$ cat config.mk
export PLATFORM = sky130hd
export DESIGN_NAME = lbp_top
export DESIGN_NICKNAME = d
export VERILOG_FILES = /design/src/hdl/pixel_pkg.sv /design/src/hdl/lbp_pkg.sv /design/src/hdl/window_builder.sv /design/src/hdl/pattern_encoder.sv /design/src/hdl/riu2_mapper.sv /design/src/hdl/lbp_top.sv
export SDC_FILE = /design/constraint.sdc
export NUM_CORES = 1
export LEC_CHECK = 0
export ABC_AREA = 1
export BUFFER_PORTS_ARGS = -buffer_cell sky130_fd_sc_hd__buf_2
export CAP_MARGIN = 20
export CORE_UTILIZATION = 67
export DETAILED_ROUTE_END_ITERATION = 10
export GPL_ROUTABILITY_DRIVEN = 0
export PLACE_DENSITY_LB_ADDON = 0.08
export SKIP_CTS_REPAIR_TIMING = 1
export SLEW_MARGIN = 20
export SYNTH_ARGS = -nofsm -noshare
export SYNTH_HDL_FRONTEND = slang
export SYNTH_HIERARCHICAL = 1
export SYNTH_SLANG_ARGS = --single-unit
$ cat constraint.sdc
create_clock -name clk -period 14.05 [get_ports clk]
set_input_delay 2.81 -clock clk [delete_from_list [all_inputs] [get_ports clk]]
set_output_delay 2.81 -clock clk [all_outputs]
set_load 0.01 [all_outputs]
$ cat src/hdl/pixel_pkg.sv
`default_nettype none

package pixel_pkg;

  localparam int unsigned PIXEL_W = 8;

  // Frame size in pixels.
  localparam int unsigned IMG_COLS = 16;
  localparam int unsigned IMG_ROWS = 12;

  localparam int unsigned COL_W = $clog2(IMG_COLS);
  localparam int unsigned ROW_W = $clog2(IMG_ROWS);

  localparam int unsigned WIN_PIXELS = 9;
  localparam int unsigned CENTER_POS = 4; // Middle of the 3x3 window.

  // Nine full-scale pixels add up to 2295.
  localparam int unsigned WIN_SUM_W = 12;

  typedef logic [PIXEL_W-1:0] pixel_t;

  // Row-major 3x3 neighborhood, p0 top-left.
  typedef struct packed {
    pixel_t p0;
    pixel_t p1;
    pixel_t p2;
    pixel_t p3;
    pixel_t p4;
    pixel_t p5;
    pixel_t p6;
    pixel_t p7;
    pixel_t p8;
  } window_t;

endpackage

`default_nettype wire

$ cat src/hdl/lbp_pkg.sv
`default_nettype none

package lbp_pkg;

  localparam int unsigned NUM_NEIGHBORS = 8;
  localparam int unsigned CODE_W = NUM_NEIGHBORS;
  localparam int unsigned LABEL_W = 4;

  // Window position behind each code bit.
  // Bit 0 is east, then NE, N, NW, W, SW, S, SE going counter-clockwise.
  localparam int unsigned NBR_POS [NUM_NEIGHBORS] = '{5, 2, 1, 0, 3, 6, 7, 8};

  // Uniform patterns have at most this many circular transitions.
  localparam int unsigned MAX_UNIFORM_TRANS = 2;

  typedef logic [CODE_W-1:0] code_t;
  typedef logic [LABEL_W-1:0] label_t;

  localparam label_t NONUNIFORM_LABEL = 4'd9;

  typedef struct packed {
    code_t sign; // Neighbor against center.
    code_t ni;   // Neighbor against window mean.
  } codes_t;

  typedef struct packed {
    label_t sign;
    label_t ni;
  } result_t;

endpackage

`default_nettype wire

$ cat src/hdl/window_builder.sv
`timescale 1ns/100ps
`default_nettype none

module window_builder (
  input  wire logic              clk,
  input  wire logic              rst_i,
  input  wire logic              advance_i,
  input  wire logic              pix_valid_i,
  input  wire pixel_pkg::pixel_t pix_i,
  output pixel_pkg::window_t     win_o,
  output logic                   win_valid_o
);

  import pixel_pkg::*;

  pixel_t line1 [IMG_COLS]; // Previous row.
  pixel_t line2 [IMG_COLS]; // Two rows back.

  logic [COL_W-1:0] col_q;
  logic [ROW_W-1:0] row_q;

  logic   accept;
  logic   col_last;
  logic   row_last;
  logic   interior;
  pixel_t top_pix;
  pixel_t mid_pix;

  assign accept   = advance_i & pix_valid_i;
  assign col_last = col_q == COL_W'(IMG_COLS - 1);
  assign row_last = row_q == ROW_W'(IMG_ROWS - 1);

  // Center lands one row up and one column left.
  assign interior = (col_q >= COL_W'(2)) && (row_q >= ROW_W'(2));

  // Same column from the two rows above.
  assign top_pix = line2[col_q];
  assign mid_pix = line1[col_q];

  // Raster position of the next pixel.
  always_ff @(posedge clk) begin
    if (rst_i) begin
      col_q <= '0;
      row_q <= '0;
    end else if (accept) begin
      if (col_last) begin
        col_q <= '0;
        row_q <= row_last ? '0 : row_q + 1'b1; // Wrap at frame end.
      end else begin
        col_q <= col_q + 1'b1;
      end
    end
  end

  // Each accepted pixel pushes its column down by one row.
  always_ff @(posedge clk) begin
    if (accept) begin
      line2[col_q] <= mid_pix;
      line1[col_q] <= pix_i;
    end
  end

  // Window slides left, the new column enters on the right.
  always_ff @(posedge clk) begin
    if (accept) begin
      win_o.p0 <= win_o.p1;
      win_o.p1 <= win_o.p2;
      win_o.p2 <= top_pix;
      win_o.p3 <= win_o.p4;
      win_o.p4 <= win_o.p5;
      win_o.p5 <= mid_pix;
      win_o.p6 <= win_o.p7;
      win_o.p7 <= win_o.p8;
      win_o.p8 <= pix_i;
    end
  end

  always_ff @(posedge clk) begin
    if (rst_i) begin
      win_valid_o <= 1'b0;
    end else if (advance_i) begin
      win_valid_o <= accept & interior;
    end
  end

endmodule

`default_nettype wire

$ cat src/hdl/pattern_encoder.sv
`timescale 1ns/100ps
`default_nettype none

module pattern_encoder (
  input  wire logic               clk,
  input  wire logic               rst_i,
  input  wire logic               advance_i,
  input  wire pixel_pkg::window_t win_i,
  input  wire logic               win_valid_i,
  output lbp_pkg::codes_t         codes_o,
  output logic                    codes_valid_o
);

  import pixel_pkg::*;
  import lbp_pkg::*;

  pixel_t               px [WIN_PIXELS];
  logic [WIN_SUM_W-1:0] win_sum;
  logic [WIN_SUM_W-1:0] nbr_x9 [NUM_NEIGHBORS];
  codes_t               codes_d;

  always_comb begin
    px[0] = win_i.p0;
    px[1] = win_i.p1;
    px[2] = win_i.p2;
    px[3] = win_i.p3;
    px[4] = win_i.p4;
    px[5] = win_i.p5;
    px[6] = win_i.p6;
    px[7] = win_i.p7;
    px[8] = win_i.p8;
  end

  always_comb begin
    win_sum = '0;
    for (int i = 0; i < WIN_PIXELS; i++) begin
      win_sum = win_sum + WIN_SUM_W'(px[i]);
    end
  end

  // Nine times the neighbor, so the mean needs no divider.
  always_comb begin
    for (int k = 0; k < NUM_NEIGHBORS; k++) begin
      nbr_x9[k] = (WIN_SUM_W'(px[NBR_POS[k]]) << 3) + WIN_SUM_W'(px[NBR_POS[k]]);
    end
  end

  always_comb begin
    codes_d = '0;
    for (int k = 0; k < NUM_NEIGHBORS; k++) begin
      codes_d.sign[k] = px[NBR_POS[k]] >= px[CENTER_POS];
      codes_d.ni[k]   = nbr_x9[k] >= win_sum;
    end
  end

  always_ff @(posedge clk) begin
    if (advance_i) begin
      codes_o <= codes_d;
    end
  end

  always_ff @(posedge clk) begin
    if (rst_i) begin
      codes_valid_o <= 1'b0;
    end else if (advance_i) begin
      codes_valid_o <= win_valid_i;
    end
  end

endmodule

`default_nettype wire

$ cat src/hdl/riu2_mapper.sv
`timescale 1ns/100ps
`default_nettype none

module riu2_mapper (
  input  wire logic             clk,
  input  wire logic             rst_i,
  input  wire logic             advance_i,
  input  wire lbp_pkg::codes_t  codes_i,
  input  wire logic             codes_valid_i,
  output lbp_pkg::result_t      res_o,
  output logic                  res_valid_o
);

  import lbp_pkg::*;

  result_t res_d;

  // Popcount for uniform codes, a single bin for all others.
  function automatic label_t riu2_label(code_t code);
    code_t  rot;
    label_t trans;
    label_t ones;
    rot   = {code[0], code[CODE_W-1:1]}; // Circular neighbor of each bit.
    trans = '0;
    ones  = '0;
    for (int i = 0; i < CODE_W; i++) begin
      trans = trans + LABEL_W'(code[i] ^ rot[i]);
      ones  = ones + LABEL_W'(code[i]);
    end
    if (trans <= LABEL_W'(MAX_UNIFORM_TRANS)) begin
      return ones;
    end
    return NONUNIFORM_LABEL;
  endfunction

  always_comb begin
    res_d.sign = riu2_label(codes_i.sign);
    res_d.ni   = riu2_label(codes_i.ni);
  end

  // Held while the consumer stalls.
  always_ff @(posedge clk) begin
    if (advance_i) begin
      res_o <= res_d;
    end
  end

  always_ff @(posedge clk) begin
    if (rst_i) begin
      res_valid_o <= 1'b0;
    end else if (advance_i) begin
      res_valid_o <= codes_valid_i;
    end
  end

endmodule

`default_nettype wire

$ cat src/hdl/lbp_top.sv
`timescale 1ns/100ps
`default_nettype none

module lbp_top (
  input  wire logic              clk,
  input  wire logic              rst_i,
  input  wire logic              pix_valid_i,
  input  wire pixel_pkg::pixel_t pix_i,
  output logic                   pix_ready_o,
  output lbp_pkg::result_t       res_o,
  output logic                   res_valid_o,
  input  wire logic              res_ready_i
);

  import pixel_pkg::*;
  import lbp_pkg::*;

  logic    advance;
  window_t win;
  logic    win_valid;
  codes_t  codes;
  logic    codes_valid;

  // Whole pipe moves together, or freezes when the output is held.
  assign advance     = ~res_valid_o | res_ready_i;
  assign pix_ready_o = advance;

  window_builder u_window_builder (
    .clk         (clk),
    .rst_i       (rst_i),
    .advance_i   (advance),
    .pix_valid_i (pix_valid_i),
    .pix_i       (pix_i),
    .win_o       (win),
    .win_valid_o (win_valid)
  );

  pattern_encoder u_pattern_encoder (
    .clk           (clk),
    .rst_i         (rst_i),
    .advance_i     (advance),
    .win_i         (win),
    .win_valid_i   (win_valid),
    .codes_o       (codes),
    .codes_valid_o (codes_valid)
  );

  // Output register of the design.
  riu2_mapper u_riu2_mapper (
    .clk           (clk),
    .rst_i         (rst_i),
    .advance_i     (advance),
    .codes_i       (codes),
    .codes_valid_i (codes_valid),
    .res_o         (res_o),
    .res_valid_o   (res_valid_o)
  );

endmodule

`default_nettype wire

# --- Word level (Yosys, flattened, before mapping) ---
# Memories as Yosys holds them, arrays and structs flattened. A register that Yosys moved wholly into a read port is not among the register bits.
# Index checks and enable logic that the tools add are counted.
op_classes:
  n_addsub: 46
  n_lt_le_gt_ge: 20
  n_eq_ne: 2
  n_mux: 10
  n_bitwise: 20
  n_reduce_logical: 2
op_table:
  columns: ["cell", "n"]
  rows:
  - ["11-bit by 8-bit adder with 12-bit output", 8]
  - ["12-bit >= comparator", 8]
  - ["12-bit by 8-bit adder with 12-bit output", 7]
  - ["8-bit >= comparator", 8]
  - ["4-bit adder", 14]
  - ["4-bit by 1-bit adder with 4-bit output", 12]
  - ["4-bit two-way mux", 6]
  - ["1-bit bitwise XOR", 16]
  - ["8-bit by 8-bit adder with 9-bit output", 1]
  - ["4-bit by 1-bit adder with 4-bit output (second input constant)", 2]
  - ["4-bit == test (second input constant)", 2]
  - ["4-bit by 2-bit >= comparator with 1-bit output (second input constant)", 2]
  - ["4-bit by 2-bit <= comparator with 1-bit output (second input constant)", 2]
  - ["1-bit by 1-bit adder with 2-bit output", 2]
  - ["1-bit two-way mux", 4]
  - ["1-bit AND", 2]
  - ["2-bit AND reduction", 1]
  - ["1-bit logical AND", 1]
  - ["1-bit NOT", 1]
  - ["1-bit OR", 1]
word_totals:
  ff_bits: 99
  mem_bits_rw: 256
  inputBits: 12
  word_cells: 119
  n_memories: 2
mem_list:
  columns: ["memory", "words", "width", "read_ports", "rd_ports_with_merged_regs", "wr", "line", "rtl"]
  rows:
  - ["u_window_builder.line1", 16, 8, 1, 1, 1, "window_builder.sv:16", "pixel_t line1 [IMG_COLS];"]
  - ["u_window_builder.line2", 16, 8, 1, 1, 1, "window_builder.sv:17", "pixel_t line2 [IMG_COLS];"]

# --- Logic depth before layout (Yosys ltp) ---
logic_depth:
  word_depth: 10
  depth_mapped: 25
  depth_no_buf: 25

# --- Hierarchy ---
# The synthesis kept the hierarchy.
by_module_without_submodules:
  columns: ["module", "instances", "cells_each", "area_each_um2"]
  rows:
  - ["window_builder", 1, 1262, 13994.7]
  - ["pattern_encoder", 1, 1124, 8141.6]
  - ["riu2_mapper", 1, 121, 1158.6]
  - ["lbp_top", 1, 2, 7.5]

# --- Worst setup path before layout ---
# No wires, ideal clock.
synth_path:
  path_type: "input to output"
  startpoint: "in res_ready_i"
  endpoint: "out pix_ready_o"
  arrival_ps: 3509
  setup_slack_ps: 7731
  stages: 2
  path_buffers: 0
  path_cell_list: "inv_1 -> nand2_1"
synth_between:
  elab_chain_len: 1
synth_rtl:
  columns: ["item", "line", "rtl"]
  rows:
  - ["from (decl)", "lbp_top.sv:12", "input wire logic res_ready_i"]
  - ["1-bit OR", "lbp_top.sv:25", "assign advance = ~res_valid_o | res_ready_i;"]
  - ["to (decl)", "lbp_top.sv:9", "output logic pix_ready_o,"]
# No other way between the ends.

# --- Final worst setup path ---
# Ends and elaborated chain as after synthesis.

==> flow_metrics.env <==
export IMPL_outcome="completed"
export IMPL_buffer_type_at_the_clock_tree_root="clkbuf_16"
export IMPL_maxClockFrequency_ghz=0.166
export IMPL_timing_critical_path_to_type="output pin"
export IMPL_synth_top_cells_by_area="edfxtp_1 45%, ha_1 12%, nand2_1 12%"
export IMPL_slew_limit_headroom_pct=22.5
export IMPL_initial_antenna_violation_count=0
export IMPL_dpl_hpwl_um=37100
export IMPL_fp_row_count=67
export IMPL_worst_skew_pair_late_latency_ns=0.56
export IMPL_depth_of_the_cts_h_tree=2
export IMPL_clock_sinks=367
export IMPL_yosys_most_used_dff="edfxtp_1"
export IMPL_post_drt_wl_per_cell_um=18.4
export IMPL_report_final_setup_viol=0
export IMPL_first_global_vias=16800
export IMPL_finalCritPeriodShare_pct=43.0
export IMPL_post_synth_inst_count=2509
export IMPL_path_max_fanout=2
export IMPL_yosys_register_bits=367
export IMPL_core_area_sq_um=33900
export IMPL_worst_slew_pin_transition_ns=1.16
export IMPL_crit_required_ns=11.24
export IMPL_synth_largest_area_cell="edfxtp_1"
export IMPL_critPathKind="in -> out"
export IMPL_cell_occurring_most_often_along_the_worst_timing_path="buf_2"
export IMPL_yosys_cell_types_count=41
export IMPL_path_clk_slew_ns=0.06
export IMPL_routed_wirelength_um=55800
export IMPL_fraction_of_layout_instances_using_a_drive_strength_above_1_pct=6.31
export IMPL_crit_slowest_cell="buf_2"
export IMPL_ys_seq_area_share_pct=46.6
export IMPL_cts_tree="yes"
export IMPL_timing_final_hold_violations=0
export IMPL_report_final_slew_viol_count=0
export IMPL_grt_pass1_wl_um=89100
export IMPL_insertedDiodeCount=0
export IMPL_synth_avg_cell_area_sq_um=9.29
export IMPL_nets_in_the_synthesized_netlist=2816
export IMPL_cpPeakStageDelay_ns=0.17
export IMPL_drt_drc=0
export IMPL_cap_viol_max_count=0
export IMPL_cell_by_cell_listing_of_the_critical_path="buf_2 -> inv_1 -> nand2_1 -> buf_2"
export IMPL_hp_class="reg -> reg"
export IMPL_io_pin_count=22
export IMPL_ctsLongestPathBuffers=3
export IMPL_setup_slack_ns=8.01
export IMPL_maximum_number_of_pins_on_one_net_before_global_route_repair=75
export IMPL_period_needed_ns=6.04
export IMPL_routed_via_density=5.61
export IMPL_layout_filler_cells=2396
export IMPL_fp_dieH_um=188
export IMPL_fraction_of_synthesized_cell_area_taken_by_the_top_area_cell_type_pct=45.4
export IMPL_cts_buffers_inserted=40
export IMPL_flow_area_growth_from_synthesis_pct=8.10
export IMPL_rsz0062_at_grt="false"
export IMPL_setup_tns_final_ns=0
export IMPL_die_footprint_sq_um=35500
export IMPL_synth_edff_count=352
export IMPL_routed_via_count=17000
export IMPL_synthMostInstantiatedCell="nand2_1"
export IMPL_finalNetCount=2857
export IMPL_global_route_overflow_total=0
export IMPL_first_pass_iters=6
export IMPL_max_clock_skew_ns=0.0311
export IMPL_fp_dieW_um=188
export IMPL_design_area_sq_um=25200
export IMPL_crit_arrival_ns=3.23
export IMPL_placed_cell_area_sq_um=23900
export IMPL_ant_nets=0
export IMPL_place_ws_ns=8.01
export IMPL_yosys_top_cells_count="715 x nand2_1, 471 x inv_1, 352 x edfxtp_1"
export IMPL_syn_cell_area_sq_um=23300
export IMPL_yosys_warn_count=6
export IMPL_detail_route_iter0_violations=1452
export IMPL_start_util_pct=68.8
export IMPL_category_of_the_worst_setup_path_launch_point="primary input"
export IMPL_asr_flop_ratio_synth_pct=0
export IMPL_grt_usage_pct=32.6
export IMPL_placement_io_buffers=21
critical path: cells and delay by family:
family	cells	cell delay (ns)
buffers and inverters	3	0.32
AND/OR/NAND/NOR	1	0.11
per-stage QoR:
step / hold slack, ns / instances / utilization [%]
floorplan: 0.427 / 2509 / -
global placement: 0.446 / 2955 / 70.5
detailed placement: 0.454 / 2955 / 70.5
CTS: 0.462 / 3029 / 74.3
global route: 0.475 / 3030 / 74.4
finish: 0.460 / 3030 / 74.4
final timing paths:
path	cells past startpoint	from	to	slack [ns]
worst min-delay path	2	u_pattern_encoder/codes_valid_o	u_riu2_mapper/res_valid_o	0.46
worst min register to register	2	u_pattern_encoder/codes_valid_o	u_riu2_mapper/res_valid_o	0.46
worst max register to register	21	u_window_builder/win_o[5]	u_pattern_encoder/codes_o[1]	8.40
worst max-delay path	4	res_ready_i	pix_ready_o	8.01
registers in the layout (all words and copies together) (netlist names), named ones only:
signal and count:
u_window_builder/col_q 4, u_window_builder/row_q 4, u_window_builder/line1 128, u_riu2_mapper/res_valid_o 1, u_window_builder/line2 128, u_pattern_encoder/codes_valid_o 1
u_pattern_encoder/codes_o 16, u_riu2_mapper/res_o 8, u_window_builder/win_valid_o 1, u_window_builder/win_o 72
final cells by class:
type / instances / area [sq um] / share of cell area [%]
clock buffer: 56 / 1080 / 4.29
clock inverter: 18 / 213 / 0.844
inverter: 485 / 1820 / 7.23
multi-input combinational: 1609 / 10300 / 41.0
sequential: 367 / 10900 / 43.2
tap: 448 / 561 / 2.23
timing repair buffer: 47 / 313 / 1.24
placed cells by master, fill, tap and decap left out, types with 6 or more instances in the layout:
cell type / instances
nand2_2: 10
xor2_1: 42
clkbuf_1: 14
a21boi_0: 6
clkbuf_16: 40
a31oi_1: 8
nand3_2: 6
nor2_2: 17
nor2_1: 100
buf_4: 25
edfxtp_1: 352
o2111ai_1: 7
a21oi_1: 61
nand3_1: 230
clkinv_1: 7
ha_1: 218
fa_1: 77
nand4_1: 17
inv_1: 471
nand2_1: 715
inv_2: 13
xnor2_1: 19
buf_2: 21
nor3_1: 6
o21ai_0: 25
dfxtp_1: 13
or2_2: 7
a211oi_1: 7
kinds of logic after synthesis:
kind of cell / share of synthesized area [%]
and+or+nand+nor: 20.2
buffers and inverters: 9.15
DFF: 46.6
adders and majority gates: 18.3
AOI/OAI and AO/OA: 3.35
xor gates and xnor gates: 2.33
muxes: 0.0430
routing by layer:
metal / wire length [um] / part of all wire, % / GRT usage, % / vias up
met1: 22300 / 40 / 42.0 / 8028
met3: 3820 / 6.8 / 3.97 / 165
met4: 2820 / 5.0 / 16.1 / 0
met5: 0 / 0 / 0 / -
met2: 26900 / 48 / 54.9 / 642
li1: - / - / - / 8174
Power is not shown: default switching activity piles up to over one toggle a cycle in this logic, so the estimate is an artifact.
